$ cat src/source/fb_pkg.sv
/* shared timing constants, framebuffer sizes
   and the struct, enum and union types used across the display */

package fb_pkg;

    // horizontal timing in pixel periods
    localparam int H_RES  = 640;
    localparam int H_FP   = 16;   // front porch
    localparam int H_SYNC = 96;
    localparam int H_BP   = 48;   // back porch
    localparam int H_FULL = H_RES + H_FP + H_SYNC + H_BP;  // 800

    // vertical timing in lines
    localparam int V_RES  = 480;
    localparam int V_FP   = 10;
    localparam int V_SYNC = 2;
    localparam int V_BP   = 33;
    localparam int V_FULL = V_RES + V_FP + V_SYNC + V_BP;  // 525

    localparam int CORDW = 10;  // screen coordinate width

    // framebuffer geometry
    localparam int FB_WIDTH  = 160;
    localparam int FB_HEIGHT = 120;
    localparam int FB_PIXELS = FB_WIDTH * FB_HEIGHT;  // 19200
    localparam int FB_ADDRW  = $clog2(FB_PIXELS);     // 15
    localparam int FB_DATAW  = 4;                     // bits per index

    typedef logic [CORDW-1:0]    coord_t;
    typedef logic [FB_ADDRW-1:0] fb_addr_t;   // row*160 + column
    typedef logic [FB_DATAW-1:0] colr_idx_t;

    typedef struct packed {
        logic [3:0] r;
        logic [3:0] g;
        logic [3:0] b;
    } rgb12_t;

    typedef struct packed {
        coord_t sx;
        coord_t sy;
        logic   hsync;  // active low
        logic   vsync;  // active low
        logic   de;
    } screen_pos_t;

    typedef struct packed {
        logic hsync;
        logic vsync;
        logic de;
        logic in_fb;    // inside 160x120 region
    } pix_flags_t;

    typedef enum logic [1:0] {
        SEL_PIXEL      = 2'd0,
        SEL_PALETTE    = 2'd1,
        SEL_BACKGROUND = 2'd2
    } cfg_sel_e;

    // host data word, colour or pixel index depending on sel
    typedef union packed {
        rgb12_t colr;
        struct packed {
            logic [7:0] pad;  // unused
            colr_idx_t  idx;
        } pix;
    } cfg_data_u;

    typedef struct packed {
        logic      we;
        cfg_sel_e  sel;
        fb_addr_t  addr;   // palette entry in low bits
        cfg_data_u data;
    } cfg_wr_t;

    typedef struct packed {
        logic   hsync;
        logic   vsync;
        rgb12_t rgb;
    } vga_t;

endpackage
$ cat src/source/clut_regs.sv
/* palette and background colour registers
   written from the host port using the colour view of the data */

`timescale 1ns/1ps

module clut_regs (
    input  logic            clk_pix,
    input  logic            rst_n,
    input  fb_pkg::cfg_wr_t cfg,
    output fb_pkg::rgb12_t  palette [2**fb_pkg::FB_DATAW],
    output fb_pkg::rgb12_t  background
);

    logic             pal_we;   // palette entry write
    logic             bg_we;    // background write
    fb_pkg::colr_idx_t pal_idx;

    always_comb begin
        pal_we  = cfg.we && (cfg.sel == fb_pkg::SEL_PALETTE);
        bg_we   = cfg.we && (cfg.sel == fb_pkg::SEL_BACKGROUND);
        pal_idx = cfg.addr[fb_pkg::FB_DATAW-1:0];  // entry number in low bits
        // SEL_PIXEL writes go to the RAM, not here
    end

    // 16-entry lookup table
    always_ff @(posedge clk_pix) begin
        if (!rst_n) begin
            for (int i = 0; i < 2**fb_pkg::FB_DATAW; i++) begin
                palette[i] <= '0;  // black
            end
        end else if (pal_we) begin
            palette[pal_idx] <= cfg.data.colr;
        end
    end

    // colour outside the framebuffer region
    always_ff @(posedge clk_pix) begin
        if (!rst_n) begin
            background <= '0;
        end else if (bg_we) begin
            background <= cfg.data.colr;
        end
    end

endmodule

$ cat config.mk
export PLATFORM = sky130hd
export DESIGN_NAME = clut_regs
export DESIGN_NICKNAME = d
export VERILOG_FILES = /design/src/source/fb_pkg.sv /design/src/source/clut_regs.sv
export SDC_FILE = /design/constraint.sdc
export NUM_CORES = 1
export LEC_CHECK = 0
export BUFFER_PORTS_ARGS = -buffer_cell sky130_fd_sc_hd__buf_2
export CAP_MARGIN = 10
export CELL_PAD_IN_SITES_DETAIL_PLACEMENT = 0
export CELL_PAD_IN_SITES_GLOBAL_PLACEMENT = 1
export CORE_MARGIN = 4
export CORE_UTILIZATION = 34
export DETAILED_ROUTE_END_ITERATION = 10
export GPL_ROUTABILITY_DRIVEN = 1
export PLACE_DENSITY = 0.85
export SKIP_CTS_REPAIR_TIMING = 1
export SYNTH_ARGS = -nofsm -noshare
export SYNTH_HDL_FRONTEND = slang
export SYNTH_SLANG_ARGS = --single-unit
$ cat constraint.sdc
create_clock -name clk_pix -period 1.8 [get_ports clk_pix]
set_clock_uncertainty 0.05 [all_clocks]
set_input_delay 0.54 -clock clk_pix [delete_from_list [all_inputs] [get_ports clk_pix]]
set_output_delay 0.54 -clock clk_pix [all_outputs]
set_load 0.01 [all_outputs]
==> results.cfg <==
[floorplan]
io-pin-count = 236
die_area_sq_um = 24200
start_util = 0.3489
coreArea_sq_um = 21220
rows = 53
die_y_um = 155.6
die_x_um = 155.6

[route]
ant_nets = 0
post_drt_wl_per_cell_um = 17.47
drt_pass1_iterations = 4
viasPerCell = 4.701
vias = 5792
drtIter0Drc = 203
postRouteWirelength_um = 21530
drc = 0

[finish]
final_cells = 1232
fin_nets = 973
area_growth_pct = 33.41
drive_gt1_frac = 0.3177
antenna_cells = 0
design_area_sq_um = 9878

[yosys]
syn_inst = 711
ys_types = 17
synth_seq_cells = 204
ys_warn_count = 0
yosysSeqAreaShare = 0.5515
syn_nets = 743
synth_area_sq_um = 7405
synth_area_per_cell_sq_um = 10.41

[pwr]
switching_share = 0.2202
switchingPower_mw = 2.042
p_seq_frac = 0.491
power.density_nw_per_um2 = 938.7
power.internal_mw = 7.231
comb_power_share = 0.043
power_mw = 9.273
ir_worst_vdd_mv = 0.5241
leakagePower_nw = 4.959
pwr-share-clk = 0.466

[sta]
setup_violations = 0
fin_crit_sh = 0.8815
fmax_ghz = 0.6303
fin_crit_ns = 1.587
worst_hold_slack_ns = 0.2643
hold_viol_final = 0
maxSlewHeadroom = 0.7730
slew_violations = 0
grt_setup_unrepaired = false
worst_slew_pin_slew_ns = 0.3405

[clock_tree]
htree_levels = 1
cts_sinks = 204
insertion_delay_ns = 0.49
clockBufferDepth = 3
root_buffer = clkbuf_16
tritoncts = built
numCtsBuffers = 22
cts.clk_slew.worst_paths_ns = 0.06

[worst_setup_path]
critPathLaunchType = flop
cp_num_buf_inv = 1
path_max_fanout = 2
crit_family = flip-flops
startpoint = palette[190]$_SDFFE_PN0P_
cp_slowest_cell = dfxtp_1
r2r_start = palette[184]$_SDFFE_PN0P_
cp_cell_sequence = buf_2
critPathArrivalTime_ns = 1.00
required_ns = 1.21
critPathKind = reg2out
end_kind = output pin
critPathMaxStageDelay_ns = 0.35

[grt]
grt_pass1_wl_um = 33220
grt_overflow_total = 0
track_usage = 0.1718
grt_pass1_vias = 5801
grt_max_degree = 76
antenna_found_initial = 0

[placed_design]
dp_hpwl_um = 14980
dp_cells = 1192
placedInstanceArea_sq_um = 9180
io_buffer_count = 224
gp_congestion = 0.7490

[hold_path]
min-delay-start = cfg[3]
hold_class = in2reg

[run]
max-cap-violations = 0

[run_status]
status = complete, no violations
synthesized netlist by cell type:
cell type	instances	share of area
nand2_1	209	0.11
clkbuf_1	38	0.019
mux2i_1	204	0.28
nor2_1	5	0.0025
nand4b_1	1	0.0012
and4b_1	3	0.0041
buf_6	2	0.0030
nand3b_1	2	0.0020
or4b_1	2	0.0027
nor2b_1	12	0.010
and4bb_2	1	0.0017
buf_2	20	0.014
nor3_1	3	0.0020
nand3_1	3	0.0020
nand4bb_1	1	0.0015
nor3b_1	1	0.0010
dfxtp_1	204	0.55
logic make-up after synthesis:
family / after synthesis / share of synthesized area
flops: 204 / 0.5515
buf+inv: 60 / 0.03582
simple gates: 243 / 0.1369
mux: 204 / 0.2758
cell type report:
type,count,area (sq um)
clock buffer,35,670.6
clock inverter,5,27.53
fill,1983,11340
multi-input combinational,447,3084
sequential,204,4084
tap,275,344.1
timing repair buffer,266,1668
sequential cells by signal, indices dropped and copies added, names as in the netlist:
| signal | flops |
|---|---|
| background | 12 |
| palette | 192 |
per-layer routing:
metal | up-vias | global-route usage | wire [um]
met2 | 177 | 0.2986 | 10520
li1 | 2813 | - | -
met5 | - | 0 | 0
met4 | 0 | 0.04043 | 410
met3 | 31 | 0.03911 | 1521
met1 | 2771 | 0.2177 | 9073
cell usage in the layout (no fill, tap or decap), drive strengths merged:
master    instances
buf             266
nand2           209
mux2i           204
dfxtp           204
clkbuf           35
nor2b            12
nor2              5
clkinv            4
nand3             3
and4b             3
nor3              3
or4b              2
nand3b            2
and4bb            1
nor3b             1
nand4bb           1
nand4b            1
clkinvlp          1
power groups by stage:
| stage | clock network, mW | registers, mW | logic [mW] |
|---|---|---|---|
| after floorplan | 0 | 4.67 | 0.198 |
| after CTS | 4.43 | 4.55 | 0.410 |
| final | 4.32 | 4.55 | 0.401 |
| after global routing | 4.66 | 4.56 | 0.436 |
| after detailed placement | 0 | 4.65 | 0.409 |
| after global placement | 0 | 4.65 | 0.407 |
per-stage QoR:
stage                     setup slack [ns]  utilization  setup TNS [ns]
after floorplan                   0.005413            -               0
after global placement             -0.1158       0.4326          -2.451
after detailed placement           -0.1189       0.4326          -2.918
after CTS                           0.1820       0.4655               0
after global routing                0.1545       0.4655               0
final                               0.2134       0.4655               0
worst paths after layout:
kind / cells past startpoint / slack (ns) / to
setup / recovery: 1 / 0.21 / palette[190]
hold / removal: 3 / 0.26 / background[3]$_SDFFE_PN0P_
setup reg to reg: 2 / 1.08 / palette[184]$_SDFFE_PN0P_
hold reg to reg: 2 / 0.40 / palette[14]$_SDFFE_PN0P_
Power figures use the tool's default switching activity.
