## config.mk

```make
export PLATFORM = sky130hd
export DESIGN_NAME = pixel_colour
export DESIGN_NICKNAME = d
export VERILOG_FILES = /design/src/source/fb_pkg.sv /design/src/source/pixel_colour.sv
export SDC_FILE = /design/constraint.sdc
export NUM_CORES = 1
export LEC_CHECK = 0
export BUFFER_PORTS_ARGS = -buffer_cell sky130_fd_sc_hd__buf_4
export CORE_MARGIN = 8
export CORE_UTILIZATION = 34
export DETAILED_ROUTE_END_ITERATION = 12
export GPL_TIMING_DRIVEN = 0
export PLACE_DENSITY = 0.82
export SYNTH_ARGS = -nofsm -noshare
export SYNTH_HDL_FRONTEND = slang
export SYNTH_SLANG_ARGS = --single-unit
```

## constraint.sdc

```tcl
create_clock -name clk_pix -period 1.85 [get_ports clk_pix]
set_input_delay 0.37 -clock clk_pix [delete_from_list [all_inputs] [get_ports clk_pix]]
set_output_delay 0.37 -clock clk_pix [all_outputs]
set_load 0.02 [all_outputs]
```

## src/source/fb_pkg.sv

```systemverilog
/* shared timing constants, framebuffer sizes
   and the struct, enum and union types used across the display */

package fb_pkg;

    // horizontal timing in pixel periods
    localparam int H_RES  = 640;
    localparam int H_FP   = 16;   // front porch
    localparam int H_SYNC = 96;
    localparam int H_BP   = 48;   // back porch
    localparam int H_FULL = H_RES + H_FP + H_SYNC + H_BP;  // 800

    // vertical timing in lines
    localparam int V_RES  = 480;
    localparam int V_FP   = 10;
    localparam int V_SYNC = 2;
    localparam int V_BP   = 33;
    localparam int V_FULL = V_RES + V_FP + V_SYNC + V_BP;  // 525

    localparam int CORDW = 10;  // screen coordinate width

    // framebuffer geometry
    localparam int FB_WIDTH  = 160;
    localparam int FB_HEIGHT = 120;
    localparam int FB_PIXELS = FB_WIDTH * FB_HEIGHT;  // 19200
    localparam int FB_ADDRW  = $clog2(FB_PIXELS);     // 15
    localparam int FB_DATAW  = 4;                     // bits per index

    typedef logic [CORDW-1:0]    coord_t;
    typedef logic [FB_ADDRW-1:0] fb_addr_t;   // row*160 + column
    typedef logic [FB_DATAW-1:0] colr_idx_t;

    typedef struct packed {
        logic [3:0] r;
        logic [3:0] g;
        logic [3:0] b;
    } rgb12_t;

    typedef struct packed {
        coord_t sx;
        coord_t sy;
        logic   hsync;  // active low
        logic   vsync;  // active low
        logic   de;
    } screen_pos_t;

    typedef struct packed {
        logic hsync;
        logic vsync;
        logic de;
        logic in_fb;    // inside 160x120 region
    } pix_flags_t;

    typedef enum logic [1:0] {
        SEL_PIXEL      = 2'd0,
        SEL_PALETTE    = 2'd1,
        SEL_BACKGROUND = 2'd2
    } cfg_sel_e;

    // host data word, colour or pixel index depending on sel
    typedef union packed {
        rgb12_t colr;
        struct packed {
            logic [7:0] pad;  // unused
            colr_idx_t  idx;
        } pix;
    } cfg_data_u;

    typedef struct packed {
        logic      we;
        cfg_sel_e  sel;
        fb_addr_t  addr;   // palette entry in low bits
        cfg_data_u data;
    } cfg_wr_t;

    typedef struct packed {
        logic   hsync;
        logic   vsync;
        rgb12_t rgb;
    } vga_t;

endpackage
```

## src/source/pixel_colour.sv

```systemverilog
/* palette lookup, region select, blanking
   and the registered VGA output */

`timescale 1ns/1ps

module pixel_colour (
    input  logic               clk_pix,
    input  logic               rst_n,
    input  fb_pkg::pix_flags_t flags,
    input  fb_pkg::colr_idx_t  rd_data,
    input  fb_pkg::rgb12_t     palette [2**fb_pkg::FB_DATAW],
    input  fb_pkg::rgb12_t     background,
    output fb_pkg::vga_t       vga
);

    fb_pkg::rgb12_t colr;  // selected colour this cycle

    // framebuffer wins, then background, else black
    always_comb begin
        if (flags.in_fb) begin
            colr = palette[rd_data];   // clut lookup
        end else if (flags.de) begin
            colr = background;         // visible, outside region
        end else begin
            colr = '0;                 // blanking
        end
    end

    // output register keeps syncs and colour aligned
    always_ff @(posedge clk_pix) begin
        if (!rst_n) begin
            vga.hsync <= 1'b1;
            vga.vsync <= 1'b1;
            vga.rgb   <= '0;
        end else begin
            vga.hsync <= flags.hsync;
            vga.vsync <= flags.vsync;
            vga.rgb   <= colr;
        end
    end

endmodule

```

==> results by group <==
Outcome
  – Outcome: finished, final reports clean

Synthesis
  – Sequential fraction of the synthesis area: 0.145
  – Warnings, synthesis: 0
  – Most used DFF post-synth: dfxtp_1
  – Mapped Area: 0.00193 mm2
  – Synthesized net count: 390
  – Synth unique cells: 22
  – EDFF count, synth: 0
  – Area contributors post-synth: mux4_2 29%, mux2i_1 29%, dfxtp_1 14%
  – Area share of the largest cell type after synthesis: 0.291
  – Number of synthesized register bits: 14
  – Cell taking the most area after synthesis: mux4_2
  – Mean Syn Cell Area: 11.0 um2
  – Post-Syn Instances: 176
  – Async set or reset register ratio after synthesis: 0

Critical path
  – Startpoint types: primary input
  – Worst Path Required: 1.96 ns
  – CP max FO: 10
  – Kind of critical path: in2reg
  – Setup crit end kind: flop
  – Critical Path AT: 1.82 ns

Clocking
  – CTS hold repair buffers: 0
  – Clock Path Buffers: 2
  – H-tree levels: 1
  – Clock Root Buffer: clkbuf_8
  – Clock slew seen by the registers of the worst setup and hold paths: 0.06 ns
  – CTS tree: built
  – Clock Sinks: 14
  – Postcts setup bufs: 0
  – CTS buffer count: 3

Finish
  – P&R area growth vs syn: 95.0%
  – Filler cells: 452
  – Max reg flops: 14
  – Post-route insts no fill: 477
  – Commonest non-fill, non-tap cell in the layout: buf_4
  – Sequential cell area: 280 um2
  – Share of cells above drive strength 1: 0.659
  – Registers with the most flip-flops: vga x14
  – Largest Register: vga
  – Multi-input gate area: 0.00155 mm2
  – Ant diodes: 0
  – Nets: 620
  – Fin util: 0.684
  – Most frequent cells in the layout: 231 x buf_4, 56 x mux2i_1, 25 x mux4_2

Floorplanning
  – Die Y: 91.4 um
  – # rows: 27
  – Die ar.: 0.00835 mm2
  – Chip width: 91.4 um
  – Core area: 0.00551 mm2
  – IO Pins: 228
  – Initial Util: 0.351

Detailed routing
  – Initial detailed-routing violation count: 69
  – Drt pass-1 iters: 4
  – Residual DRC: 0
  – Via density: 5.35
  – Routed via count: 2,551
  – Total Routed Length: 9970 um
  – Routed len/inst: 20.9 um
  – Post-route ant nets: 0

Worst hold path
  – Worst hold path type: in2reg
  – Min-delay src: rst_n
  – Worst Hold Path Cells: 2
  – Endpoint, Worst Hold: vga[12]

Global routing
  – Vias in the first global route: 2,986
  – Largest net degree at the start of global routing: 11
  – Antenna violations before repair: 0
  – First-pass GRT wire length: 15,100 um
  – All-Layer GR Usage: 0.225
  – Total gr overflow: 0

Timing
  – Setup Total Neg Slack: 0 ns
  – Final hold violations: 0
  – Min Hold Slack: 0.324 ns
  – Minimum clock period: 1.71 ns
  – Worst slew pin tran: 0.715 ns
  – Fin crit share: 0.925
  – RSZ-0062 raised after global routing: no
  – F_max: 585 MHz
  – Slew margin rel.: 0.523
  – Final setup fails: 0
  – Slew Viols, Final: 0

Place
  – Port Buffers: 225
  – Placed cell count: 473
  – GP Congestion: 0.822
  – DP Wirelength: 8900 um

Power and ir drop
  – PwrDens: 375 mW/mm2
  – Design Power: 1410 uW
  – P_leak: 0.00190 uW
  – Peak supply drop: 0.261 mV

Job
  – Max capacitance violation total: 0
-- how the worst max path moves through the flow --
stage / from / to / depth (start not counted)
finish: rd_data[1] / vga[0] / 7
global route: rd_data[1] / vga[11] / 6
CTS: rd_data[1] / vga[0] / 7
detailed placement: rd_data[1] / vga[0] / 7
global placement: rd_data[1] / vga[8] / 7
floorplan: rd_data[0] / vga[0] / 5
-- logic make-up (layout without fill, tap and decap cells) --
| logic type | Yosys count | in the layout | share of synthesized area |
|---|---|---|---|
| AOI/OAI and AO/OA | 45 | 45 | 0.170 |
| muxes | 83 | 83 | 0.593 |
| buffers and inverters | 20 | 249 | 0.0531 |
| and+or+nand+nor | 14 | 14 | 0.0388 |
| DFF | 14 | 14 | 0.145 |
-- power by group --
| part | internal, uW | total [uW] | switching [uW] |
|---|---|---|---|
| clock network | 188 | 295 | 106 |
| registers | 327 | 334 | 6.84 |
| logic | 508 | 785 | 277 |
-- layout make-up --
| type | count | share of cell area |
|---|---|---|
| Buffer | 20 | 0.0276 |
| Multi-Input combinational cell | 142 | 0.411 |
| Sequential cell | 14 | 0.0744 |
| Timing Repair Buffer | 225 | 0.448 |
| Clock buffer | 4 | 0.0146 |
| Tap cell | 72 | 0.0239 |
-- metal layers --
| layer | track usage | up-vias | part of all wire |
|---|---|---|---|
| met1 | 0.218 | 1222 | 0.34 |
| met4 | 0.0314 | 0 | 0.0070 |
| met2 | 0.447 | 129 | 0.56 |
| met5 | 0 | - | 0 |
| met3 | 0.0807 | 4 | 0.093 |
| li1 | - | 1196 | - |
-- through the flow --
| stage | area [um2] | worst slack [ns] |
|---|---|---|
| 2_1_floorplan | 1930 | 0.189 |
| 3_3_place_gp | 3710 | -0.157 |
| 3_5_place_dp | 3710 | -0.223 |
| 4_1_cts | 3770 | 0.0347 |
| 5_1_grt | 3770 | 0.0185 |
| 6_report | 3770 | 0.140 |
-- synth_stat cells (all sizes together) (3+ instances only) --
cell type	n
clkbuf	10
dfxtp	14
buf	10
nor2	3
a32oi	10
a22oi	21
o21ai	10
mux4	25
mux2i	56
-- worst max-delay path, cell delays in order --
cell      delay, ns
buf_4          0.08
buf_2          0.22
and2_1         0.21
clkbuf_1       0.37
a22oi_1        0.13
a32oi_1        0.30
o21ai_0        0.14
-- repair_timing --
item,CTS,global route
resized for setup,0,2
endpoints found under the hold margin,0,0
setup endpoints to repair,0,7
No activity file was read; power rests on OpenSTA's default activity.
