File: src/source/fb_pkg.sv
/* shared timing constants, framebuffer sizes
   and the struct, enum and union types used across the display */

package fb_pkg;

    // horizontal timing in pixel periods
    localparam int H_RES  = 640;
    localparam int H_FP   = 16;   // front porch
    localparam int H_SYNC = 96;
    localparam int H_BP   = 48;   // back porch
    localparam int H_FULL = H_RES + H_FP + H_SYNC + H_BP;  // 800

    // vertical timing in lines
    localparam int V_RES  = 480;
    localparam int V_FP   = 10;
    localparam int V_SYNC = 2;
    localparam int V_BP   = 33;
    localparam int V_FULL = V_RES + V_FP + V_SYNC + V_BP;  // 525

    localparam int CORDW = 10;  // screen coordinate width

    // framebuffer geometry
    localparam int FB_WIDTH  = 160;
    localparam int FB_HEIGHT = 120;
    localparam int FB_PIXELS = FB_WIDTH * FB_HEIGHT;  // 19200
    localparam int FB_ADDRW  = $clog2(FB_PIXELS);     // 15
    localparam int FB_DATAW  = 4;                     // bits per index

    typedef logic [CORDW-1:0]    coord_t;
    typedef logic [FB_ADDRW-1:0] fb_addr_t;   // row*160 + column
    typedef logic [FB_DATAW-1:0] colr_idx_t;

    typedef struct packed {
        logic [3:0] r;
        logic [3:0] g;
        logic [3:0] b;
    } rgb12_t;

    typedef struct packed {
        coord_t sx;
        coord_t sy;
        logic   hsync;  // active low
        logic   vsync;  // active low
        logic   de;
    } screen_pos_t;

    typedef struct packed {
        logic hsync;
        logic vsync;
        logic de;
        logic in_fb;    // inside 160x120 region
    } pix_flags_t;

    typedef enum logic [1:0] {
        SEL_PIXEL      = 2'd0,
        SEL_PALETTE    = 2'd1,
        SEL_BACKGROUND = 2'd2
    } cfg_sel_e;

    // host data word, colour or pixel index depending on sel
    typedef union packed {
        rgb12_t colr;
        struct packed {
            logic [7:0] pad;  // unused
            colr_idx_t  idx;
        } pix;
    } cfg_data_u;

    typedef struct packed {
        logic      we;
        cfg_sel_e  sel;
        fb_addr_t  addr;   // palette entry in low bits
        cfg_data_u data;
    } cfg_wr_t;

    typedef struct packed {
        logic   hsync;
        logic   vsync;
        rgb12_t rgb;
    } vga_t;

endpackage
File: src/source/fb_reader.sv
/* framebuffer read address counter
   and two-stage flag pipeline matching the RAM read */

`timescale 1ns/1ps

module fb_reader (
    input  logic                clk_pix,
    input  logic                rst_n,
    input  fb_pkg::screen_pos_t pos,
    output fb_pkg::fb_addr_t    rd_addr,
    output fb_pkg::pix_flags_t  flags
);

    logic               in_fb_now;   // current pos inside region
    logic               frame_last;  // final position of the frame
    fb_pkg::fb_addr_t   addr_cnt;    // index of current pos when in_fb_now
    fb_pkg::pix_flags_t flags_q;     // lags pos by one, same as rd_addr

    always_comb begin
        in_fb_now  = (pos.sx < fb_pkg::FB_WIDTH) && (pos.sy < fb_pkg::FB_HEIGHT);
        frame_last = (pos.sx == fb_pkg::H_FULL - 1) && (pos.sy == fb_pkg::V_FULL - 1);
    end

    // walks rows of 160 by counting only region positions
    always_ff @(posedge clk_pix) begin
        if (!rst_n) begin
            addr_cnt <= '0;
        end else if (frame_last) begin
            addr_cnt <= '0;
        end else if (in_fb_now) begin
            addr_cnt <= addr_cnt + 1'b1;
        end
    end

    // address issued one cycle after pos
    always_ff @(posedge clk_pix) begin
        if (!rst_n) begin
            rd_addr <= '0;
        end else if (in_fb_now) begin
            rd_addr <= addr_cnt;
        end
    end

    // first flag stage, alongside rd_addr
    always_ff @(posedge clk_pix) begin
        if (!rst_n) begin
            flags_q.hsync <= 1'b1;
            flags_q.vsync <= 1'b1;
            flags_q.de    <= 1'b0;
            flags_q.in_fb <= 1'b0;
        end else begin
            flags_q.hsync <= pos.hsync;
            flags_q.vsync <= pos.vsync;
            flags_q.de    <= pos.de;
            flags_q.in_fb <= in_fb_now;
        end
    end

    // second stage lines up with rd_data from the RAM
    always_ff @(posedge clk_pix) begin
        if (!rst_n) begin
            flags.hsync <= 1'b1;
            flags.vsync <= 1'b1;
            flags.de    <= 1'b0;
            flags.in_fb <= 1'b0;
        end else begin
            flags <= flags_q;
        end
    end

endmodule

File: config.mk
export PLATFORM = sky130hd
export DESIGN_NAME = fb_reader
export DESIGN_NICKNAME = d
export VERILOG_FILES = /design/src/source/fb_pkg.sv /design/src/source/fb_reader.sv
export SDC_FILE = /design/constraint.sdc
export NUM_CORES = 1
export LEC_CHECK = 0
export ABC_AREA = 1
export BUFFER_PORTS_ARGS = -buffer_cell sky130_fd_sc_hd__buf_4
export CAP_MARGIN = 40
export CORE_MARGIN = 3
export CORE_UTILIZATION = 40
export DETAILED_ROUTE_END_ITERATION = 10
export GPL_ROUTABILITY_DRIVEN = 0
export PLACE_DENSITY = 0.71
export SLEW_MARGIN = 20
export SYNTH_ARGS = -nofsm -noshare
export SYNTH_HDL_FRONTEND = slang
export SYNTH_SLANG_ARGS = --single-unit
File: constraint.sdc
create_clock -name clk_pix -period 1.3 [get_ports clk_pix]
set_clock_uncertainty 0.05 [all_clocks]
set_input_delay 0.325 -clock clk_pix [delete_from_list [all_inputs] [get_ports clk_pix]]
set_output_delay 0.325 -clock clk_pix [all_outputs]
set_load 0.02 [all_outputs]
==> implementation parameters <==
Parameter                              Value

Outcome
  Outcome ... finished clean

Floorplanning
  Number of standard-cell rows in the floorplan ... 23
  Std-Cell Core Area ... 4060 um^2
  Vert. Die Dim ... 71.3 um
  Die X ... 71.3 um
  Boundary pin count ... 44
  Die outline area ... 5080 um^2
  Initial cell density of the core ... 42.0%

Route
  Post-route DRC ... 0
  Number of vias after detailed routing ... 1667
  DRT met1 WL ... 1670 um
  Mean routed wirelength per cell ... 10.6 um
  Initial DRC count ... 93
  Uppermost metal layer occupied by signal nets ... met4
  Router iterations before antenna repair ... 4
  Number of nets with antenna violations after routing ... 0
  Ratio of routed vias to standard cells ... 4.74
  Amount of wire on met2 after detailed routing ... 1750 um
  Wire length on met3 ... 226 um
  Drt total wl ... 3740 um

Logic synthesis
  Share of the synthesized area in the top cell type ... 44.6%
  Post-Synthesis Net Count ... 267
  Cell type contributing the most total cell area after synthesis ... dfxtp_1
  Combined area of all synthesized cells ... 1710 um^2
  Post-Syn Instances ... 241
  Average cell area after synthesis ... 7.08 um^2
  Count of distinct cell types in the synthesized netlist ... 23
  Seq/Total Area, Yosys ... 44.6%
  Yosys warns ... 0
  Largest cells by area after synthesis ... dfxtp_1 (45%), nand2_1 (14%), nor2_1 (6.8%)
  Synthesized flop and latch total ... 38

Worst setup path
  Delay of the slowest critical-path stage ... 350 ps
  Maximum fanout count along the critical path ... 6
  Cell-by-cell trace of the critical path ... ha_4, nand2_4, nor3_4, nand3_1, nand2_1, inv_1, nor2_2
  Sort of element at the start of the critical path ... flop
  Worst Setup End Kind ... flop
  Library cell contributing the largest single delay on the critical path ... dfxtp_2
  Type of the worst setup path ... flop to flop
  Data arrival, critical path ... 1420 ps
  Crit path required time ... 1480 ps

STA
  Period minus WS final ... 1240 ps
  Summed negative setup slack over all endpoints ... 0 ps
  Unrepaired setup endpoints after global routing ... yes
  Final-report max-slew violation count ... 0
  Final count of negative-setup-slack endpoints ... 0
  Normalized max-slew margin ... 81.6%
  Transition at the pin with the smallest max-transition slack ... 273 ps
  Upper clock frequency limit ... 0.804 GHz
  Fin. Hold Viols ... 0
  Period utilisation layout ... 95.7%

Power and ir drop
  Combinational power share ... 7.8%
  Fraction of power spent switching nets ... 22.9%
  Sw Pwr ... 0.504 mW
  Internal Power ... 1.70 mW
  Worst IR drop on VDD ... 0.602 mV
  Static leakage ... 1.06 nW
  Power share of the sequential group ... 53.8%
  Areal power density over the cells ... 943 nW/um^2
  Total power of the final layout ... 2.20 mW
  Power share of the clock group ... 38.4%

Clock network
  Skew-Pair Late Insertion Delay ... 290 ps
  CTS tree ... built
  CTS Sinks ... 38
  Library cell used as clock root buffer ... clkbuf_8
  Number of buffers added by the clock tree synthesis step ... 5
  CTS max path bufs ... 2
  Total number of H-tree levels ... 2
  Worst-path clk slew ... 70 ps

Placed design
  Placed cell count ... 341
  HPWL after detailed placement ... 2660 um
  Number of buffers inserted by port buffering ... 43

Job
  Total of max-cap violations ... 0

Cells and area
  Net count, final ... 327
  Final non-filler cell total ... 352
  Proportion of layout cells with a drive suffix above 1 ... 30.8%
  Area growth syn-to-layout ... 36.9%
  N_diodes ... 0

Global routing
  Largest net degree at the start of global routing ... 32
  Via count of the first global-routing pass ... 1478
  Total overflow reported by the global router ... 0
  Total Routing Usage GR ... 15.2%
  Initial antenna violation count ... 0
  Global-route wire length before repair ... 6280 um

Hold path
  Hold crit path type ... input port to flop
## worst max-delay path: cells and delay by family, from the launching register on
| kind | cells | cell delay (ps) |
|---|---|---|
| simple gates | 5 | 590 |
| flops | 1 | 350 |
| fa+ha+maj | 1 | 150 |
| buf+inv | 1 | 40 |
## final timing paths
kind	start	endpoint	slack, ps	cells past startpoint
setup / recovery	addr_cnt[1]$_SDFFE_PP0P_	addr_cnt[14]$_SDFFE_PP0P_	60	7
hold / removal	pos[0]	flags_q[1]$_SDFF_PN0_	160	3
setup reg to reg	addr_cnt[1]$_SDFFE_PP0P_	addr_cnt[14]$_SDFFE_PP0P_	60	7
hold reg to reg	flags_q[0]$_SDFF_PN0_	flags[0]$_SDFF_PN0_	360	2
## placed cells by master, fill, tap and decap left out, types with 5 or more instances in the layout
master    instances
nand2_1          60
buf_4            59
dfxtp_1          33
nor2_1           29
inv_1            27
a21oi_1          20
o21ai_0          13
nand3_1          12
nand4_1           7
clkbuf_8          6
dfxtp_2           5
## layout make-up
class,count,area [um^2]
Clock buffer,6,82.6
Timing Repair Buffer,61,483
Clock inverter,2,12.5
Multi-Input combinational cell,166,818
Fill cell,391,1720
Inverter,29,109
Sequential cell,38,767
Tap cell,50,62.6
## cell usage after synthesis, drive strengths merged
master	n
o21ai	15
nand4	7
dfxtp	38
nand3b	2
nor3	3
nand3	13
ha	1
xor2	2
nor2	34
inv	29
xnor2	1
clkbuf	1
or2	4
nand2	63
buf	7
a21oi	21
## state kept, by name (all words and copies together), names as in the netlist
signal	count
addr_cnt	15
rd_addr	15
flags	4
flags_q	4
## layer usage
layer,vias to the layer above,global-route usage (%)
met5,-,0
met4,0,7.10
met3,12,3.93
met2,47,24.2
met1,728,19.4
li1,880,-
## power by group through the flow
| stage | registers [mW] | clock network, mW | logic (mW) |
|---|---|---|---|
| after CTS | 1.18 | 0.868 | 0.173 |
| after global placement | 1.21 | 0 | 0.168 |
| after global routing | 1.18 | 0.909 | 0.191 |
| after detailed placement | 1.21 | 0 | 0.172 |
| final | 1.18 | 0.846 | 0.172 |
| after floorplan | 1.22 | 0 | 0.0591 |
## timing repair
item                       in CTS  in global routing
setup endpoints to repair       3                  9
setup buffers                   2                  1
hold buffers                    0                  0
pin swaps                       3                  7
resized for setup               4                 12
## cell families (layout without fill, tap and decap cells)
kind of cell             Yosys count  in the layout  synth area share [%]
buffers and inverters             37             98                  10.3
adder cells (fa/ha/maj)            1              1                 0.734
flip-flops                        38             38                  44.6
XOR/XNOR                           3              3                  1.54
AO/OA/AOI/OAI                     36             36                  10.8
AND/OR/NAND/NOR                  126            126                  32.1
## metrics by stage
step           cell area [um^2]  hold WS [ps]  utilization, %  setup slack, ps
2_1_floorplan              1710           340               -             26.6
3_3_place_gp               2160           344            53.3             -145
3_5_place_dp               2160           350            53.3             -176
4_1_cts                    2290           155            56.4             4.87
5_1_grt                    2330           164            57.5            -46.8
6_report                   2330           161            57.5             55.4
(Power assumes the default switching activity.)
