## src/source/fb_pkg.sv

```systemverilog
/* shared timing constants, framebuffer sizes
   and the struct, enum and union types used across the display */

package fb_pkg;

    // horizontal timing in pixel periods
    localparam int H_RES  = 640;
    localparam int H_FP   = 16;   // front porch
    localparam int H_SYNC = 96;
    localparam int H_BP   = 48;   // back porch
    localparam int H_FULL = H_RES + H_FP + H_SYNC + H_BP;  // 800

    // vertical timing in lines
    localparam int V_RES  = 480;
    localparam int V_FP   = 10;
    localparam int V_SYNC = 2;
    localparam int V_BP   = 33;
    localparam int V_FULL = V_RES + V_FP + V_SYNC + V_BP;  // 525

    localparam int CORDW = 10;  // screen coordinate width

    // framebuffer geometry
    localparam int FB_WIDTH  = 160;
    localparam int FB_HEIGHT = 120;
    localparam int FB_PIXELS = FB_WIDTH * FB_HEIGHT;  // 19200
    localparam int FB_ADDRW  = $clog2(FB_PIXELS);     // 15
    localparam int FB_DATAW  = 4;                     // bits per index

    typedef logic [CORDW-1:0]    coord_t;
    typedef logic [FB_ADDRW-1:0] fb_addr_t;   // row*160 + column
    typedef logic [FB_DATAW-1:0] colr_idx_t;

    typedef struct packed {
        logic [3:0] r;
        logic [3:0] g;
        logic [3:0] b;
    } rgb12_t;

    typedef struct packed {
        coord_t sx;
        coord_t sy;
        logic   hsync;  // active low
        logic   vsync;  // active low
        logic   de;
    } screen_pos_t;

    typedef struct packed {
        logic hsync;
        logic vsync;
        logic de;
        logic in_fb;    // inside 160x120 region
    } pix_flags_t;

    typedef enum logic [1:0] {
        SEL_PIXEL      = 2'd0,
        SEL_PALETTE    = 2'd1,
        SEL_BACKGROUND = 2'd2
    } cfg_sel_e;

    // host data word, colour or pixel index depending on sel
    typedef union packed {
        rgb12_t colr;
        struct packed {
            logic [7:0] pad;  // unused
            colr_idx_t  idx;
        } pix;
    } cfg_data_u;

    typedef struct packed {
        logic      we;
        cfg_sel_e  sel;
        fb_addr_t  addr;   // palette entry in low bits
        cfg_data_u data;
    } cfg_wr_t;

    typedef struct packed {
        logic   hsync;
        logic   vsync;
        rgb12_t rgb;
    } vga_t;

endpackage
```

## src/source/display_timings.sv

```systemverilog
/* screen position counters for 800x525 frame
   with registered sync and display enable */

`timescale 1ns/1ps

module display_timings (
    input  logic                clk_pix,
    input  logic                rst_n,
    output fb_pkg::screen_pos_t pos
);

    fb_pkg::coord_t sx_nxt;   // position for next cycle
    fb_pkg::coord_t sy_nxt;
    logic           line_end;
    logic           frame_end;
    logic           hsync_nxt;
    logic           vsync_nxt;
    logic           de_nxt;

    always_comb begin
        line_end  = (pos.sx == fb_pkg::H_FULL - 1);
        frame_end = line_end && (pos.sy == fb_pkg::V_FULL - 1);

        if (line_end) begin
            sx_nxt = '0;
            sy_nxt = frame_end ? '0 : pos.sy + 1'b1;  // wrap at 524
        end else begin
            sx_nxt = pos.sx + 1'b1;
            sy_nxt = pos.sy;
        end
    end

    // decode levels from the next position so they line up with it
    always_comb begin
        hsync_nxt = !((sx_nxt >= fb_pkg::H_RES + fb_pkg::H_FP) &&
                      (sx_nxt <  fb_pkg::H_RES + fb_pkg::H_FP + fb_pkg::H_SYNC));  // 656..751
        vsync_nxt = !((sy_nxt >= fb_pkg::V_RES + fb_pkg::V_FP) &&
                      (sy_nxt <  fb_pkg::V_RES + fb_pkg::V_FP + fb_pkg::V_SYNC));  // 490..491
        de_nxt    = (sx_nxt < fb_pkg::H_RES) && (sy_nxt < fb_pkg::V_RES);
    end

    always_ff @(posedge clk_pix) begin
        if (!rst_n) begin
            pos.sx    <= '0;
            pos.sy    <= '0;
            pos.hsync <= 1'b1;  // syncs idle high
            pos.vsync <= 1'b1;
            pos.de    <= 1'b1;  // (0,0) is visible
        end else begin
            pos.sx    <= sx_nxt;
            pos.sy    <= sy_nxt;
            pos.hsync <= hsync_nxt;
            pos.vsync <= vsync_nxt;
            pos.de    <= de_nxt;
        end
    end

endmodule

```

## config.mk

```make
export PLATFORM = sky130hd
export DESIGN_NAME = display_timings
export DESIGN_NICKNAME = d
export VERILOG_FILES = /design/src/source/fb_pkg.sv /design/src/source/display_timings.sv
export SDC_FILE = /design/constraint.sdc
export NUM_CORES = 1
export LEC_CHECK = 0
export BUFFER_PORTS_ARGS = -buffer_cell sky130_fd_sc_hd__buf_2
export CAP_MARGIN = 15
export CORE_MARGIN = 5
export CORE_UTILIZATION = 48
export DETAILED_ROUTE_END_ITERATION = 6
export GPL_TIMING_DRIVEN = 0
export HOLD_SLACK_MARGIN = 0.1
export MAX_ROUTING_LAYER = met4
export PLACE_DENSITY = 0.79
export SLEW_MARGIN = 15
export SYNTH_ARGS = -nofsm -noshare
export SYNTH_HDL_FRONTEND = slang
export SYNTH_SLANG_ARGS = --single-unit
```

## constraint.sdc

```tcl
create_clock -name clk_pix -period 1.6 [get_ports clk_pix]
set_input_delay 0 -clock clk_pix [delete_from_list [all_inputs] [get_ports clk_pix]]
set_output_delay 0 -clock clk_pix [all_outputs]
set_load 0.05 [all_outputs]
```

==> metrics.yaml, run 1 <==
synth:
  synth_edf_count: 0
  synth_seq_cells: 23
  synth_compound_area_frac: 0.112
  yosys.area.top_type: "dfxtp_1"
  synth_top_family_by_area: "simple AND/OR/NAND/NOR gates"
  yosys.area_share.adder: 0.0419
  synth_area_leaders: "dfxtp_1 (39%), xnor2_1 (5.1%), nor2_1 (4.4%), xor2_1 (4.4%), ha_1 (4.2%)"
  synthDistinctLibCells: 40
  synth-simple-area-share: 0.327
  synthMuxAreaShare: 0
  synthArstFlopShare: 0
  synth_cells: 132
  synth_xor_area_frac: 0.0954
  ys_warn_count: 0
  synth.avg_cell_area_um2: 9.04
  ys_seq_area_frac: 0.386
  syn_area_um2: 1190
  synth_top_area_share: 0.386
  synth_nets: 138
  ys.flop_type: "dfxtp_1"
die:
  fp.dieW_um: 59.9
  die_h_um: 59.9
  rows: 18
  core_um2: 2430
  start_util: 0.491
  die_area_um2: 3580
  pin_count: 25
routing:
  route.detailed.drc: 0
  wire_per_inst_um: 16.2
  vias: 1225
  wirelength_um: 3520
  drtIter0Drc: 43
  drtPass1Iterations: 4
  vias_per_cell: 5.65
  antenna_left: 0
hold_path:
  hp-class: "reg2reg"
  worstHoldPathCells: 2
  hp-start: "pos[13]"
  holdPathEnd: "pos[13]"
clock_tree:
  cts.sinks: 23
  cts-root-buf: "clkbuf_4"
  clkSlewWorstSetupHoldPaths_ns: 0.12
  worstSkewPairLatency_ns: 0.32
  h-tree-depth: 1
  numCtsBuffers: 3
  clockBufferDepth: 2
  cts_tree: "done"
sta:
  tightest_slew_ns: 0.424
  skew_ns: 0.00139
  worst_slack_ns: -0.122
  rsz0062_at_grt: "true"
  timing.hold.ws_ns: 0.529
  fin_crit_ns: 1.72
  fin_crit_sh: 1.08
  finalSetupViolCount: 4
  final_hold_viol_count: 0
  relSlewSlack: 0.717
  max_freq_mhz: 581
  drv_slew: 0
status:
  status: "complete, but fails checks"
  failed_checks: "negative setup slack"
place:
  numPlacedInstances: 186
  io_buffers: 24
  place_ws_ns: -0.151
  place_hpwl_um: 2090
  gp_congestion: 0.904
finish:
  final_cell_mix: "buf_4 (24), buf_2 (24), nor2_1 (12), dfxtp_2 (12)"
  drive_gt1_frac: 0.551
  insertedDiodeCount: 0
  area_delta_synth_final_pct: 50.6
  fin_nets: 194
  stdcell_count: 217
  largest_reg_flops: 23
  nFillCells: 163
  reg_top3: "pos (23)"
  finish.utilization: 0.739
  regMostFlops: "pos"
worst_setup_path:
  crit_arrival_ns: 1.93
  cp.required_ns: 1.81
  worstSetupPathType: "reg2reg"
  reg2reg_depth: 7
  reg2reg_to: "pos[1]"
  worst_setup_path_start_kind: "register"
  r2r_slack_ns: -0.12
  path_max_fanout: 4
  r2r-start: "pos[19]"
  cp-end-kind: "register"
power_and_ir_drop:
  p_int_w: 0.000701
  combPwrFrac: 0.085
  peakVddDrop_mv: 0.531
  powerDensity_nw_per_um2: 521
  power_frac_seq: 0.620
  leakage_nw: 0.703
  clkPwrFrac: 0.295
  p_sw_frac: 0.252
  power_switching_w: 0.000236
grt:
  grt_pass1_wl_um: 5450
  grt_max_degree: 13
  grt_pass1_vias: 1224
  antenna_found_initial: 0
  grt-ovfl-total: 0
  track_usage: 0.205
job:
  max_cap_viol_count: 0
Yosys cell counts, drive strengths merged (2+ instances only):
cell    instances
dfxtp          23
nor2           14
nand2           8
nand3           7
nor3            7
xnor2           7
inv             6
nand4           6
xor2            6
and2            4
ha              4
nor2b           4
nor4            4
o21ai           4
a31oi           3
a21oi           2
and3            2
and4            2
buf             2
nor4b           2
nor4bb          2
o21a            2
logic make-up after synthesis:
group,count (synthesis)
flip-flops,23
AO/OA/AOI/OAI,19
adder cells (fa/ha/maj),4
XOR/XNOR,13
AND/OR/NAND/NOR,64
buffers and inverters,9
routing by layer:
metal | part of all wire | GRT usage
met1 | 0.39 | 0.228
met2 | 0.54 | 0.347
met3 | 0.034 | 0.0281
met4 | 0.029 | 0.120
met5 | 0 | -
area by class of cell:
class | count | area (µm²) | share of cell area
clock buffers | 4 | 26.3 | 0.0146
multi-input cells | 100 | 851 | 0.473
flip-flops and latches | 23 | 502 | 0.279
inverters | 6 | 22.5 | 0.0125
well taps | 30 | 37.5 | 0.0209
repair buffers | 51 | 337 | 0.187
plain buffers | 3 | 22.5 | 0.0125
power by group through the flow:
| stage | logic [W] | clock network [W] | registers, W |
|---|---|---|---|
| after detailed placement | 0.0000539 | 0 | 0.000596 |
| after CTS | 0.0000725 | 0.000275 | 0.000580 |
| after floorplan | 0.0000179 | 0 | 0.000617 |
| after global placement | 0.0000536 | 0 | 0.000595 |
| final | 0.0000796 | 0.000276 | 0.000581 |
| after global routing | 0.0000856 | 0.000301 | 0.000582 |
critical path: stages, from the launching register on:
cell,delay (ns)
dfxtp_4,0.37
buf_4,0.14
nor3_4,0.25
and3_4,0.22
buf_6,0.11
a31oi_2,0.12
nor4b_2,0.28
nand4b_1,0.12
metrics by stage:
stage / setup TNS (ns) / power, W / area [µm²]
after global routing: -0.835 / 0.000969 / 1800
after global placement: -0.769 / 0.000649 / 1410
after detailed placement: -1.06 / 0.000650 / 1410
final: -0.369 / 0.000937 / 1800
after floorplan: -0.277 / 0.000635 / 1260
after CTS: -0.264 / 0.000928 / 1670
worst max-delay path by stage:
stage	to	from	slack [ns]
floorplan	pos[0]	pos[13]	-0.10
global placement	pos[0]	pos[18]	-0.16
detailed placement	pos[0]	pos[18]	-0.15
CTS	pos[0]	pos[19]	-0.09
global route	pos[2]	pos[13]	-0.19
finish	pos[1]	pos[19]	-0.12
repair_timing:
item,CTS,global route
setup buffers,16,10
pin swaps,13,12
setup endpoints to repair,11,13
hold buffers,1,0
gates resized for setup,19,12
endpoints found under the hold margin,13,0
Power figures use the tool's default switching activity.
==> inputs of run 2 (changes only) <==
--- a/config.mk
+++ b/config.mk
@@ -8,12 +8,12 @@
 export BUFFER_PORTS_ARGS = -buffer_cell sky130_fd_sc_hd__buf_2
 export CAP_MARGIN = 15
 export CORE_MARGIN = 5
-export CORE_UTILIZATION = 48
+export CORE_UTILIZATION = 35
 export DETAILED_ROUTE_END_ITERATION = 6
 export GPL_TIMING_DRIVEN = 0
 export HOLD_SLACK_MARGIN = 0.1
 export MAX_ROUTING_LAYER = met4
-export PLACE_DENSITY = 0.79
+export PLACE_DENSITY = 0.62
 export SLEW_MARGIN = 15
 export SYNTH_ARGS = -nofsm -noshare
 export SYNTH_HDL_FRONTEND = slang
==> metrics.yaml, run 2 (synthesis results as in run 1) <==
routing:
  wirelength_um: 3240
  vias_per_cell: 5.40
  vias: 1182
  antenna_left: 0
  drtIter0Drc: 67
  route.detailed.drc: 0
  drtPass1Iterations: 4
  wire_per_inst_um: 14.8
finish:
  mostFrequentLayoutCell: "buf_2"
  fin_nets: 180
  largest_reg_flops: 23
  drive_gt1_frac: 0.497
  reg_top3: "pos (23)"
  area_delta_synth_final_pct: 42.6
  nFillCells: 339
  insertedDiodeCount: 0
  final_cell_mix: "buf_2 (24), nor2_1 (14), dfxtp_2 (12)"
  regMostFlops: "pos"
place:
  place_hpwl_um: 2240
  gp_congestion: 0.827
  place_ws_ns: -0.193
  io_buffers: 24
worst_setup_path:
  crit_chain: "ha_4 > nand4_1 > buf_4 > nor3_4 > a31oi_1 > o21ai_0 > nand4b_1"
  worst_setup_path_start_kind: "register"
  worstSetupPathType: "reg2reg"
  critPathMaxStageDelay_ns: 0.39
  crit_arrival_ns: 1.92
  cp.required_ns: 1.81
  cp-end-kind: "register"
  path_max_fanout: 4
  crit_slowest_cell: "dfxtp_4"
power_and_ir_drop:
  powerDensity_nw_per_um2: 546
  leakage_nw: 0.634
  p_total_w: 0.000930
  peakVddDrop_mv: 0.428
sta:
  skew_ns: 0.00205
  drv_slew: 0
  fin_crit_sh: 1.07
  rsz0062_at_grt: "true"
  fin_crit_ns: 1.71
  final_hold_viol_count: 0
  tightest_slew_ns: 0.458
  timing.hold.ws_ns: 0.548
  worst_slack_ns: -0.109
  finalSetupViolCount: 6
  relSlewSlack: 0.695
  max_freq_mhz: 585
hold_path:
  hp-class: "reg2reg"
status:
  failed_checks: "negative setup slack"
  status: "complete, but fails checks"
grt:
  grt_pass1_wl_um: 5310
  track_usage: 0.156
  grt_pass1_vias: 1147
  grt-ovfl-total: 0
  antenna_found_initial: 0
  grt_max_degree: 13
job:
  max_cap_viol_count: 0
clock_tree:
  clkSlewWorstSetupHoldPaths_ns: 0.13
  numCtsBuffers: 3
  worstSkewPairLatency_ns: 0.32
  clockBufferDepth: 2
  cts_tree: "done"
  cts-root-buf: "clkbuf_4"
  cts.sinks: 23
  h-tree-depth: 1
die:
  core_um2: 3310
  rows: 21
  fp.dieW_um: 68.4
  pin_count: 25
  die_h_um: 68.4
  die_area_um2: 4680
  start_util: 0.361
run 2: changes by cell type in the layout (fill, tap and decap cells not counted), sizes merged:
cell  before  now
buf       52   38
run 2: worst max-delay path, delay by kind of cell (launching register included):
family,cells,cell delay (ns)
simple gates,3,0.50
fa+ha+maj,1,0.15
buf+inv,1,0.19
compound gates,2,0.36
flops,1,0.39
run 2: stage by stage:
step,cells,setup TNS [ns],util,instance area (µm²)
6_report,219,-0.290,0.514,1700
5_1_grt,219,-1.11,0.514,1700
4_1_cts,215,-0.360,0.488,1620
3_5_place_dp,202,-1.31,0.433,1430
3_3_place_gp,202,-1.20,0.433,1430
2_1_floorplan,132,-0.277,-,1260
run 2: area by class of cell:
| cell class | instances | area, µm² | share of cell area |
|---|---|---|---|
| clock buffers | 4 | 26.3 | 0.0154 |
| inverters | 6 | 22.5 | 0.0132 |
| repair buffers | 37 | 228 | 0.134 |
| plain buffers | 3 | 22.5 | 0.0132 |
| well taps | 46 | 57.6 | 0.0338 |
| flip-flops and latches | 23 | 502 | 0.295 |
| multi-input cells | 100 | 843 | 0.496 |
run 2: routing by layer:
metal | global-route usage | wire length, µm | vias up | part of all wire
met4 | 0.0521 | 27 | 0 | 0.0083
met3 | 0.0443 | 199 | 4 | 0.061
li1 | - | - | 559 | -
met2 | 0.243 | 1580 | 41 | 0.49
met1 | 0.192 | 1440 | 578 | 0.44
met5 | - | 0 | - | 0
run 2: power by group:
group	switching, W	total [W]	internal [W]
Sequential	0.00000945	0.000580	0.000570
Clock	0.000179	0.000277	0.0000976
Combinational	0.0000464	0.0000726	0.0000261
run 2: timing repair:
| action | 4_1_cts | 5_1_grt |
|---|---|---|
| hold endpoints to repair | 13 | 0 |
| buffers inserted | 8 | 4 |
| pin swaps | 10 | 8 |
| gates cloned | 0 | 0 |
| hold buffers | 1 | 0 |
| endpoints found under the setup margin | 11 | 13 |
| gates resized for setup | 17 | 10 |
run 2: path summary, 6_finish.rpt:
check        slack (ns)  cells past startpoint       to     from
max               -0.11                      7   pos[1]   pos[4]
min reg2reg        0.55                      2  pos[13]  pos[13]
max reg2reg       -0.11                      7   pos[1]   pos[4]
min                0.55                      2  pos[13]  pos[13]
==> inputs of run 3 (changes only) <==
--- a/config.mk
+++ b/config.mk
@@ -13,7 +13,7 @@
 export GPL_TIMING_DRIVEN = 0
 export HOLD_SLACK_MARGIN = 0.1
 export MAX_ROUTING_LAYER = met4
-export PLACE_DENSITY = 0.62
+export PLACE_DENSITY = 0.59
 export SLEW_MARGIN = 15
 export SYNTH_ARGS = -nofsm -noshare
 export SYNTH_HDL_FRONTEND = slang
==> metrics.yaml, run 3 (synthesis results as in run 1) <==
status:
  status: "complete, but fails checks"
  failed_checks: "negative setup slack"
routing:
  drtPass1Iterations: 4
  vias: 1213
  route.detailed.drc: 0
  vias_per_cell: 5.27
  antenna_left: 0
  drtIter0Drc: 84
  wirelength_um: 3380
  wire_per_inst_um: 14.7
finish:
  insertedDiodeCount: 0
  final_cell_mix: "buf_2 (24), buf_4 (23), nor2_1 (14)"
  reg_top3: "pos (23)"
  multi_input_area_um2: 836
  regMostFlops: "pos"
  mostFrequentLayoutCell: "buf_2"
  drive_gt1_frac: 0.538
  regArea_um2: 502
  area_delta_synth_final_pct: 49.0
  fin_nets: 191
  largest_reg_flops: 23
  nFillCells: 319
worst_setup_path:
  critPathMaxStageDelay_ns: 0.42
  startpoint: "pos[3]"
  cpLargestDelayFamily: "simple AND/OR/NAND/NOR gates"
  reg2reg_to: "pos[1]"
  crit_slowest_cell: "dfxtp_4"
  crit_chain: "ha_4 > nand4_1 > nor3_4 > a21boi_2 > nor4b_2 > nand4b_1"
  worst_setup_path_start_kind: "register"
  crit_arrival_ns: 1.97
  worstSetupPathType: "reg2reg"
  r2r_slack_ns: -0.17
  cp.required_ns: 1.80
  r2r-start: "pos[3]"
  reg2reg_depth: 6
  cp-end-kind: "register"
  path_max_fanout: 4
  worst-path-buf-inv: 0
hold_path:
  hp-start: "pos[13]"
  hp-class: "reg2reg"
  worstHoldPathCells: 2
  holdPathEnd: "pos[13]"
grt:
  grt_max_degree: 13
  grt-ovfl-total: 0
  track_usage: 0.161
  grt_pass1_wl_um: 5580
  antenna_found_initial: 0
  grt_pass1_vias: 1230
sta:
  tightest_slew_ns: 0.385
  fin_crit_ns: 1.77
  relSlewSlack: 0.743
  finalSetupViolCount: 5
  worst_slack_ns: -0.168
  final_hold_viol_count: 0
  max_freq_mhz: 566
  drv_slew: 0
  tns_ns: -0.305
  rsz0062_at_grt: "true"
  fin_crit_sh: 1.10
  skew_ns: 0.00996
place:
  io_buffers: 24
  place_ws_ns: -0.237
  gp_congestion: 0.813
  place_hpwl_um: 2200
power_and_ir_drop:
  leakage_nw: 0.689
  peakVddDrop_mv: 0.511
  powerDensity_nw_per_um2: 523
die:
  core_um2: 3310
  fp.dieW_um: 68.4
  rows: 21
  pin_count: 25
  die_area_um2: 4680
  die_h_um: 68.4
  start_util: 0.361
clock_tree:
  clockBufferDepth: 2
  clkSlewWorstSetupHoldPaths_ns: 0.13
  worstSkewPairLatency_ns: 0.31
  cts-root-buf: "clkbuf_4"
  h-tree-depth: 1
  cts_tree: "done"
  cts.sinks: 23
  numCtsBuffers: 3
job:
  max_cap_viol_count: 0
==> run 3: cell count changes in the layout (fill, tap and decap cells not counted) <==
cell	delta
buf_6	-1
nor4b_4	-1
nor4_4	-1
nand3_1	-2
inv_2	-2
buf_4	+12
nand3_2	+2
inv_4	+2
nor4_2	+1
nor4b_2	+1
==> run 3: per-layer routing <==
layer,GRT usage,share of wire
met1,0.186,0.45
met2,0.272,0.48
met3,0.0411,0.056
met4,0.0471,0.015
met5,-,0
==> run 3: how the worst max path moves through the flow <==
stage	to	depth (start not counted)
detailed placement	pos[1]	6
CTS	pos[1]	5
floorplan	pos[0]	7
global placement	pos[1]	6
global route	pos[1]	6
finish	pos[1]	6
==> run 3: final cells by class <==
type,instances,share of cell area
inverters,6,0.0155
clock buffers,4,0.0148
flip-flops and latches,23,0.282
well taps,46,0.0324
plain buffers,2,0.00633
multi-input cells,100,0.470
repair buffers,49,0.179
==> run 3: what timing repair did <==
item	4_1_cts	5_1_grt
pin swaps	11	18
setup buffers	18	6
hold buffers	1	0
gates resized for setup	20	9
hold endpoints to repair	12	0
setup endpoints to repair	11	13
==> run 3: worst min-delay path, cell delays in order (launching register included) <==
cell and delay [ns]:
dfxtp_4 0.38, buf_6 0.10, nor2_1 0.04
==> run 3: per-stage QoR <==
stage / area [µm²] / hold slack [ns] / total power (W) / utilization / cells
3_3_place_gp: 1430 / 0.409 / 0.000650 / 0.433 / 202
5_1_grt: 1780 / 0.571 / 0.000974 / 0.537 / 230
3_5_place_dp: 1430 / 0.400 / 0.000651 / 0.433 / 202
2_1_floorplan: 1260 / 0.190 / 0.000635 / - / 132
4_1_cts: 1700 / 0.547 / 0.000943 / 0.514 / 225
6_report: 1780 / 0.546 / 0.000931 / 0.537 / 230
==> run 3: where the power goes <==
part / leakage (nW) / total (W) / switching, W / internal, W
logic: 0.477 / 0.0000765 / 0.0000467 / 0.0000298
clock network: 0.0150 / 0.000274 / 0.000176 / 0.0000974
registers: 0.197 / 0.000580 / 0.00000982 / 0.000571
total: 0.689 / 0.000931 / 0.000233 / 0.000698
